File: config.mk
export PLATFORM = sky130hd
export DESIGN_NAME = femto8_core
export DESIGN_NICKNAME = d
export VERILOG_FILES = /design/src/hdl/femto8_pkg.sv /design/src/hdl/wb_master.sv /design/src/hdl/insn_decode.sv /design/src/hdl/alu_execute.sv /design/src/hdl/result_writeback.sv /design/src/hdl/femto8_core.sv
export SDC_FILE = /design/constraint.sdc
export NUM_CORES = 1
export LEC_CHECK = 0
export ABC_AREA = 0
export BUFFER_PORTS_ARGS = -buffer_cell sky130_fd_sc_hd__buf_4
export CAP_MARGIN = 0
export CORE_ASPECT_RATIO = 1.5
export CORE_UTILIZATION = 65
export CTS_CLUSTER_SIZE = 40
export DETAILED_ROUTE_END_ITERATION = 8
export PLACE_DENSITY = 0.87
export SETUP_SLACK_MARGIN = 0.5
export SLEW_MARGIN = 5
export SYNTH_ARGS = -nofsm -noshare
export SYNTH_HDL_FRONTEND = slang
export SYNTH_HIERARCHICAL = 1
export SYNTH_SLANG_ARGS = --single-unit
File: constraint.sdc
create_clock -name clk -period 9.3 [get_ports clk]
set_clock_uncertainty 0.15 [all_clocks]
set_input_delay 0.465 -clock clk [delete_from_list [all_inputs] [get_ports clk]]
set_output_delay 0.465 -clock clk [all_outputs]
set_load 0.01 [all_outputs]
File: src/hdl/femto8_pkg.sv
package femto8_pkg;

	// instruction pointer after reset or a reset instruction
	localparam logic [7:0] RESET_VECTOR = 8'h80;

	// stores always land in the low page
	localparam logic [3:0] STORE_PAGE = 4'h0;

	// fixed single-byte instructions
	localparam logic [7:0] SWAP_OPCODE = 8'b1000_0001;
	localparam logic [7:0] CLC_OPCODE  = 8'b1000_1000;

	// alu operations, low nibble of a compute opcode
	typedef enum logic [3:0] {
		op_zero   = 4'h0,
		op_load_a = 4'h1,
		op_inc    = 4'h2,
		op_dec    = 4'h3,
		op_asl    = 4'h4,
		op_lsr    = 4'h5,
		op_rol    = 4'h6,
		op_ror    = 4'h7,
		op_or     = 4'h8,
		op_and    = 4'h9,
		op_xor    = 4'ha,
		op_load_b = 4'hb,
		op_add    = 4'hc,
		op_sub    = 4'hd,
		op_adc    = 4'he,
		op_sbb    = 4'hf
	} alu_op_e;

	// compute destination, bits 5:4 of the opcode
	typedef enum logic [1:0] {
		dest_a    = 2'b00,
		dest_b    = 2'b01,
		dest_ip   = 2'b10,
		dest_none = 2'b11
	} dest_e;

	typedef enum logic [2:0] {
		st_reset   = 3'd0,
		st_select  = 3'd1,
		st_decode  = 3'd2,
		st_operand = 3'd3,
		st_compute = 3'd4,
		st_read_ip = 3'd5
	} seq_state_e;

	// one compute step, valid only in the compute state
	typedef struct packed {
		alu_op_e alu_op;
		dest_e   dest;
		logic    from_bus;
		logic    flag_en;
		logic    swap;
		logic    clr_carry;
		logic    valid;
	} exec_cmd_t;

	// carry-out sits above the value, same layout as a 9-bit sum
	typedef struct packed {
		logic       carry;
		logic [7:0] value;
	} alu_result_t;

	typedef struct packed {
		logic       valid;
		logic       write;
		logic [7:0] adr;
		logic [7:0] wdata;
	} bus_req_t;

endpackage

File: src/hdl/wb_master.sv
module wb_master (
	input  logic                clk,
	input  logic                reset,
	input  femto8_pkg::bus_req_t req,
	output logic                done,
	output logic [7:0]          rdata,
	output logic                cyc,
	output logic                stb,
	output logic                we,
	output logic [7:0]          adr,
	output logic [7:0]          dat_o,
	input  logic [7:0]          dat_i,
	input  logic                ack
);
	import femto8_pkg::*;

	typedef enum logic {
		wb_idle,
		wb_active
	} wb_state_e;

	wb_state_e state;
	logic      start;
	logic      finish;

	// the requester still holds valid while done is high, so skip that cycle
	assign start  = (state == wb_idle) && req.valid && !done;
	assign finish = (state == wb_active) && ack;

	always_ff @(posedge clk) begin
		if (reset) begin
			state <= wb_idle;
			cyc   <= 1'b0;
			stb   <= 1'b0;
			we    <= 1'b0;
			done  <= 1'b0;
		end else begin
			done <= finish;
			if (start) begin
				state <= wb_active;
				cyc   <= 1'b1;
				stb   <= 1'b1;
				we    <= req.write;
			end else if (finish) begin
				state <= wb_idle;
				cyc   <= 1'b0;
				stb   <= 1'b0;
				we    <= 1'b0;
			end
		end
	end

	// address and data held constant for the whole cycle
	always_ff @(posedge clk) begin
		if (start) begin
			adr   <= req.adr;
			dat_o <= req.wdata;
		end
		if (finish) begin
			rdata <= dat_i;
		end
	end

endmodule

File: src/hdl/insn_decode.sv
module insn_decode (
	input  logic                 clk,
	input  logic                 reset,
	output femto8_pkg::bus_req_t  req,
	input  logic                 done,
	input  logic [7:0]           rdata,
	output femto8_pkg::exec_cmd_t cmd,
	output logic [7:0]           operand,
	input  logic                 carry,
	input  logic                 zero,
	input  logic [7:0]           a_value,
	input  logic [7:0]           b_value,
	input  logic                 ip_load,
	input  logic [7:0]           ip_value
);
	import femto8_pkg::*;

	seq_state_e state;
	logic [7:0] ip;
	logic [7:0] opcode;
	logic [7:0] xfer_adr;
	logic [7:0] xfer_wdata;
	logic       xfer_we;
	logic       branch_taken;

	// tttt = zero value, zero test, carry value, carry test
	assign branch_taken = (opcode[0] && (opcode[1] == carry)) ||
		(opcode[2] && (opcode[3] == zero));

	always_ff @(posedge clk) begin
		if (reset) begin
			state   <= st_reset;
			xfer_we <= 1'b0;
		end else begin
			case (state)
				st_reset: begin
					ip    <= RESET_VECTOR;
					state <= st_select;
				end
				st_select: begin
					if (done) begin
						opcode <= rdata;
						ip     <= ip + 8'd1;
						state  <= st_decode;
					end
				end
				st_decode: begin
					xfer_we <= 1'b0;
					casez (opcode)
						8'b00??????: state <= st_compute;
						// immediate byte follows the opcode
						8'b01??????: begin
							xfer_adr <= ip;
							ip       <= ip + 8'd1;
							state    <= st_operand;
						end
						8'b11??????: begin
							xfer_adr <= b_value;
							state    <= st_operand;
						end
						8'b1001????: begin
							xfer_adr   <= {STORE_PAGE, opcode[3:0]};
							xfer_wdata <= a_value;
							xfer_we    <= 1'b1;
							state      <= st_operand;
						end
						8'b1010????: begin
							// target byte is skipped either way
							xfer_adr <= ip;
							ip       <= ip + 8'd1;
							state    <= branch_taken ? st_read_ip : st_select;
						end
						SWAP_OPCODE, CLC_OPCODE: state <= st_compute;
						default: state <= st_reset;
					endcase
				end
				st_operand: begin
					if (done) begin
						operand <= rdata;
						state   <= xfer_we ? st_select : st_compute;
					end
				end
				st_compute: begin
					if (ip_load) begin
						ip <= ip_value;
					end
					state <= st_select;
				end
				st_read_ip: begin
					if (done) begin
						ip    <= rdata;
						state <= st_select;
					end
				end
				default: state <= st_reset;
			endcase
		end
	end

	// request held for as long as the state waits on done
	always_comb begin
		req = '0;
		case (state)
			st_select: begin
				req.valid = 1'b1;
				req.adr   = ip;
			end
			st_operand, st_read_ip: begin
				req.valid = 1'b1;
				req.write = xfer_we;
				req.adr   = xfer_adr;
				req.wdata = xfer_wdata;
			end
			default: ;
		endcase
	end

	always_comb begin
		cmd = '0;
		if (state == st_compute) begin
			cmd.alu_op    = alu_op_e'(opcode[3:0]);
			cmd.dest      = dest_e'(opcode[5:4]);
			cmd.from_bus  = opcode[6];
			// ops 4-7 and 12-15 produce a carry
			cmd.flag_en   = opcode[2];
			cmd.swap      = (opcode == SWAP_OPCODE);
			cmd.clr_carry = (opcode == CLC_OPCODE);
			cmd.valid     = !opcode[7] || opcode[6];
		end
	end

endmodule

File: src/hdl/alu_execute.sv
module alu_execute (
	input  femto8_pkg::exec_cmd_t   cmd,
	input  logic [7:0]             a_value,
	input  logic [7:0]             b_value,
	input  logic [7:0]             operand,
	input  logic                   carry,
	output femto8_pkg::alu_result_t result
);
	import femto8_pkg::*;

	logic [7:0] a;
	logic [7:0] b;
	logic [8:0] y;

	assign a = a_value;
	// immediate and read-[B] forms take the byte from the bus
	assign b = cmd.from_bus ? operand : b_value;

	always_comb begin
		case (cmd.alu_op)
			op_zero:   y = 9'd0;
			op_load_a: y = {1'b0, a};
			op_inc:    y = {1'b0, a} + 9'd1;
			op_dec:    y = {1'b0, a} - 9'd1;
			// shifted-out bit lands in bit 8
			op_asl:    y = {a, 1'b0};
			op_lsr:    y = {a[0], 1'b0, a[7:1]};
			op_rol:    y = {a, carry};
			op_ror:    y = {a[0], carry, a[7:1]};
			op_or:     y = {1'b0, a | b};
			op_and:    y = {1'b0, a & b};
			op_xor:    y = {1'b0, a ^ b};
			op_load_b: y = {1'b0, b};
			op_add:    y = {1'b0, a} + {1'b0, b};
			// bit 8 is the borrow
			op_sub:    y = {1'b0, a} - {1'b0, b};
			op_adc:    y = {1'b0, a} + {1'b0, b} + {8'd0, carry};
			op_sbb:    y = {1'b0, a} - {1'b0, b} - {8'd0, carry};
			default:   y = 9'd0;
		endcase
	end

	assign result = alu_result_t'(y);

endmodule

File: src/hdl/result_writeback.sv
module result_writeback (
	input  logic                   clk,
	input  logic                   reset,
	input  femto8_pkg::exec_cmd_t   cmd,
	input  femto8_pkg::alu_result_t result,
	output logic [7:0]             a_value,
	output logic [7:0]             b_value,
	output logic                   carry,
	output logic                   zero,
	output logic                   ip_load,
	output logic [7:0]             ip_value
);
	import femto8_pkg::*;

	logic write_a;
	logic write_b;

	assign write_a = cmd.valid && (cmd.dest == dest_a);
	assign write_b = cmd.valid && (cmd.dest == dest_b);

	// jump target goes straight back to the sequencer in the compute cycle
	assign ip_load  = cmd.valid && (cmd.dest == dest_ip);
	assign ip_value = result.value;

	always_ff @(posedge clk) begin
		if (reset) begin
			a_value <= 8'd0;
			b_value <= 8'd0;
		end else if (cmd.swap) begin
			a_value <= b_value;
			b_value <= a_value;
		end else begin
			if (write_a) begin
				a_value <= result.value;
			end
			if (write_b) begin
				b_value <= result.value;
			end
		end
	end

	always_ff @(posedge clk) begin
		if (reset) begin
			carry <= 1'b0;
			zero  <= 1'b0;
		end else begin
			// zero follows every compute, even with no destination
			if (cmd.valid) begin
				zero <= ~|result.value;
				if (cmd.flag_en) begin
					carry <= result.carry;
				end
			end
			if (cmd.clr_carry) begin
				carry <= 1'b0;
			end
		end
	end

endmodule

File: src/hdl/femto8_core.sv
module femto8_core (
	input  logic       clk,
	input  logic       reset,
	output logic       cyc,
	output logic       stb,
	output logic       we,
	output logic [7:0] adr,
	output logic [7:0] dat_o,
	input  logic [7:0] dat_i,
	input  logic       ack
);
	import femto8_pkg::*;

	bus_req_t    req;
	logic        done;
	logic [7:0]  rdata;
	exec_cmd_t   cmd;
	logic [7:0]  operand;
	alu_result_t result;
	logic [7:0]  a_value;
	logic [7:0]  b_value;
	logic        carry;
	logic        zero;
	logic        ip_load;
	logic [7:0]  ip_value;

	insn_decode i_insn_decode (
		.clk      (clk),
		.reset    (reset),
		.req      (req),
		.done     (done),
		.rdata    (rdata),
		.cmd      (cmd),
		.operand  (operand),
		.carry    (carry),
		.zero     (zero),
		.a_value  (a_value),
		.b_value  (b_value),
		.ip_load  (ip_load),
		.ip_value (ip_value)
	);

	alu_execute i_alu_execute (
		.cmd     (cmd),
		.a_value (a_value),
		.b_value (b_value),
		.operand (operand),
		.carry   (carry),
		.result  (result)
	);

	result_writeback i_result_writeback (
		.clk      (clk),
		.reset    (reset),
		.cmd      (cmd),
		.result   (result),
		.a_value  (a_value),
		.b_value  (b_value),
		.carry    (carry),
		.zero     (zero),
		.ip_load  (ip_load),
		.ip_value (ip_value)
	);

	wb_master i_wb_master (
		.clk   (clk),
		.reset (reset),
		.req   (req),
		.done  (done),
		.rdata (rdata),
		.cyc   (cyc),
		.stb   (stb),
		.we    (we),
		.adr   (adr),
		.dat_o (dat_o),
		.dat_i (dat_i),
		.ack   (ack)
	);

endmodule

==> flow_metrics.env <==
export IMPL_max_cap_violations=0
export IMPL_outcome="complete, but fails checks"
export IMPL_post_cts_resized=0
export IMPL_hold_class="input port to flop"
export IMPL_tns_ns=0
export IMPL_synth_edf_count=64
export IMPL_synth_top_area_share=0.2877
export IMPL_slew_limit_headroom=0.1307
export IMPL_route_met2_wl_mm=10.46
export IMPL_route_detailed_drc=4
export IMPL_layout_area_overhead_vs_synth_pct=7.494
export IMPL_place_congestion=0.9760
export IMPL_gr_total_overflow=0
export IMPL_core_um2=10080
export IMPL_reg2reg_to="i_result_writeback/a_value[7]$_SDFFE_PP0P_"
export IMPL_path_cells="nand2b_1, nor3_1, buf_4, mux2_2, ha_1, fa_1, nor2b_1, o31a_1, a21oi_1, and4b_1, nand3_1, xor2_1, o211ai_1, nor2_1, a2111oi_0"
export IMPL_rows=45
export IMPL_cp_slowest_cell="dfxtp_1"
export IMPL_n_antenna_cell=0
export IMPL_yosysWarnings=6
export IMPL_grt_max_degree=41
export IMPL_ir_worst_vdd_uv=72.42
export IMPL_cts_root_buf="clkbuf_16"
export IMPL_pre_cts_ws_ns=4.074
export IMPL_synth_avg_cell_area_um2=9.541
export IMPL_max_stage_delay_ns=0.78
export IMPL_ant_nets=0
export IMPL_drt_pass1_iter_count=9
export IMPL_grt_usage=0.3786
export IMPL_min_path_cells=1
export IMPL_cts_setup_buffers=0
export IMPL_drive_gt1_frac=0.1287
export IMPL_final_instance_count_excl_fill=824
export IMPL_required_ns=9.35
export IMPL_clock_sinks=89
export IMPL_drv_slew=0
export IMPL_worst_path_max_fanout=23
export IMPL_finalSetupViolCount=0
export IMPL_fmax_mhz=181.5
export IMPL_tritoncts="built"
export IMPL_grt_pass1_vias=5612
export IMPL_synth_seq_cells=89
export IMPL_cts_max_level=3
export IMPL_portBuffers=29
export IMPL_die_area_um2=10690
export IMPL_hp_start="dat_i[4]"
export IMPL_power_leakage_nw=2.691
export IMPL_ys_seq_area_frac=0.3627
export IMPL_yosysTopAreaCell="edfxtp_1"
export IMPL_avgViaCountPerCell=7.036
export IMPL_power_density_nw_per_um2=128.8
export IMPL_nFillCells=742
export IMPL_violations="DRC"
export IMPL_drt_iter0_drc=590
export IMPL_timing_rr_start="i_insn_decode/state[2]$_SDFFE_PP0P_"
export IMPL_async_reset_ff_frac=0
export IMPL_cts_buffers=9
export IMPL_start_kind="flop"
export IMPL_wl_per_cell_um=23.93
export IMPL_wl_met1_mm=6.579
export IMPL_r2r_slack_ns=3.79
export IMPL_syn_inst=700
export IMPL_wl_met3_mm=1.203
export IMPL_ff2ff_path_depth=15
export IMPL_mappedNetlistNets=751
export IMPL_yosysUniqueCellTypes=86
export IMPL_critPathKind="flop to flop"
export IMPL_syn_area_um2=6679
export IMPL_worstSkewPairLatency_ns=0.34
export IMPL_hold_viol_final=0
export IMPL_top_layer="met4"
export IMPL_die_w_um=84.77
export IMPL_dr_total_vias=5798
export IMPL_cts_hold_buf=0
export IMPL_endpoint_kind="flop"
export IMPL_holdPathEnd="i_wb_master/rdata[4]$_DFFE_PP_"
export IMPL_worstPathArrival_ns=5.56
export IMPL_timing_final_ws_setup_ns=3.790
export IMPL_final_nets=753
export IMPL_antenna_found_initial=0
export IMPL_start_util=0.6627
export IMPL_synth_area_leaders="edfxtp_1 29%, dfxtp_1 7.5%, ha_1 6.9%"
export IMPL_finalCritPeriodShare=0.5925
export IMPL_tightest_slew_ns=1.294
export IMPL_wl_mm=19.72
export IMPL_die_y_um=126.2
export IMPL_rsz0062_at_grt="false"
export IMPL_ios=30
export IMPL_ys_flop_type="edfxtp_1"
export IMPL_place_hpwl_mm=14.82
export IMPL_cts_buffer_depth=2
export IMPL_clkTransAtPathRegs_ns=0.06
export IMPL_dp_cells=808
export IMPL_grt_pass1_wl_mm=30.35
export IMPL_period_needed_ns=5.510
==> synth_stat cells, drive strengths merged (6+ instances only) <==
master and number:
and2 24, ha 37, nor3 32, a21oi 34, a311oi 6, clkbuf 20
a22o 9, a2111oi 18, inv 36, or2 6, nor3b 8, nand2 31
o21a 7, buf 29, nor2 44, xnor2 22, nor4 6, a31oi 7
edfxtp 64, a211oi 9, a22oi 7, o21ai 37, o22ai 6, nor2b 27
nand2b 11, mux2i 28, xor2 12, a21o 6, dfxtp 25, nand3 14
mux2 7
==> worst max path at each step <==
| stage | from | end | slack (ns) | cells after the start |
|---|---|---|---|---|
| floorplan | i_insn_decode/state[1]$_SDFFE_PP0P_ | i_insn_decode/ip[4]$_DFFE_PP_ | 4.95 | 20 |
| finish | i_insn_decode/state[2]$_SDFFE_PP0P_ | i_result_writeback/a_value[7]$_SDFFE_PP0P_ | 3.79 | 15 |
| CTS | i_insn_decode/state[2]$_SDFFE_PP0P_ | i_result_writeback/a_value[7]$_SDFFE_PP0P_ | 3.86 | 15 |
| global placement | i_insn_decode/state[2]$_SDFFE_PP0P_ | i_result_writeback/a_value[6]$_SDFFE_PP0P_ | 4.12 | 15 |
| detailed placement | i_insn_decode/state[2]$_SDFFE_PP0P_ | i_result_writeback/a_value[7]$_SDFFE_PP0P_ | 4.07 | 15 |
| global route | i_insn_decode/state[2]$_SDFFE_PP0P_ | i_result_writeback/zero$_SDFFE_PP0P_ | 3.57 | 17 |
==> placed cells by master (no fill, tap or decap), drive strengths merged, types with 6 or more instances in the layout <==
| cell type | count |
|---|---|
| xnor2 | 22 |
| nor4 | 6 |
| dfxtp | 25 |
| nand2 | 31 |
| ha | 37 |
| a21oi | 34 |
| xor2 | 12 |
| a21o | 6 |
| a311oi | 6 |
| inv | 37 |
| o21ai | 37 |
| nor3b | 8 |
| o22ai | 6 |
| or2 | 6 |
| nand2b | 11 |
| mux2i | 28 |
| a2111oi | 18 |
| a31oi | 7 |
| nor2 | 44 |
| nor3 | 32 |
| a211oi | 9 |
| mux2 | 7 |
| buf | 40 |
| clkbuf | 12 |
| a22oi | 7 |
| a22o | 9 |
| nor2b | 27 |
| edfxtp | 64 |
| nand3 | 14 |
| o21a | 7 |
| and2 | 24 |
==> through the flow <==
step                power [mW]  hold WS [ns]  cell area (um^2)  utilization
finish                  0.9247        0.1443              7179       0.7124
global route            0.9482        0.1398              7179       0.7124
CTS                     0.9256        0.1383              7179       0.7124
detailed placement      0.5452        0.3359              6855       0.6802
global placement        0.5426        0.3181              6855       0.6802
floorplan               0.5142        0.2891              6679            -
==> layout make-up <==
cell class | instances | area, um^2 | area share
clock buffers | 12 | 267.8 | 0.03730
flip-flops and latches | 89 | 2422 | 0.3374
multi-input cells | 525 | 3846 | 0.5357
clock inverters | 4 | 56.30 | 0.007842
well taps | 117 | 146.4 | 0.02039
repair buffers | 40 | 300.3 | 0.04183
inverters | 37 | 140.1 | 0.01952
==> flip-flops by register name (all words and copies together), names as in the netlist, 3 cells and up <==
register / cells
i_insn_decode/operand: 8
i_insn_decode/ip: 8
i_wb_master/adr: 8
i_wb_master/dat_o: 8
i_insn_decode/opcode: 8
i_insn_decode/xfer_adr: 8
i_insn_decode/state: 3
i_result_writeback/b_value: 8
i_insn_decode/xfer_wdata: 8
i_wb_master/rdata: 8
i_result_writeback/a_value: 8
==> critical path: cells and delay by family (launching register included) <==
kind / cells / cell delay (ns)
flip-flops: 1 / 0.78
adder cells (fa/ha/maj): 2 / 0.69
AO/OA/AOI/OAI: 4 / 1.60
XOR/XNOR: 1 / 0.16
buffers and inverters: 1 / 0.22
AND/OR/NAND/NOR: 6 / 1.37
multiplexers: 1 / 0.39
==> routing by layer <==
layer	GRT usage	up-vias
li1	-	2593
met1	0.3882	2757
met2	0.7044	344
met3	0.03997	104
met4	0.2712	0
met5	0	-
==> where the power goes <==
group | leakage [nW] | total, mW | switching, mW | internal (mW)
Clock | 0.159 | 0.385 | 0.151 | 0.234
Sequential | 0.800 | 0.450 | 0.0114 | 0.439
Combinational | 1.73 | 0.0891 | 0.0510 | 0.0381
==> cells by family (layout without fill, tap and decap cells) <==
group,Yosys count,in the layout,share of synthesized area
compound gates,187,187,0.2068
xor+xnor,34,34,0.04571
simple gates,229,229,0.1905
fa+ha+maj,40,40,0.07831
mux,35,35,0.05376
buf+inv,86,93,0.06219
flops,89,89,0.3627
Note: power is estimated with default switching activity, not from simulation.
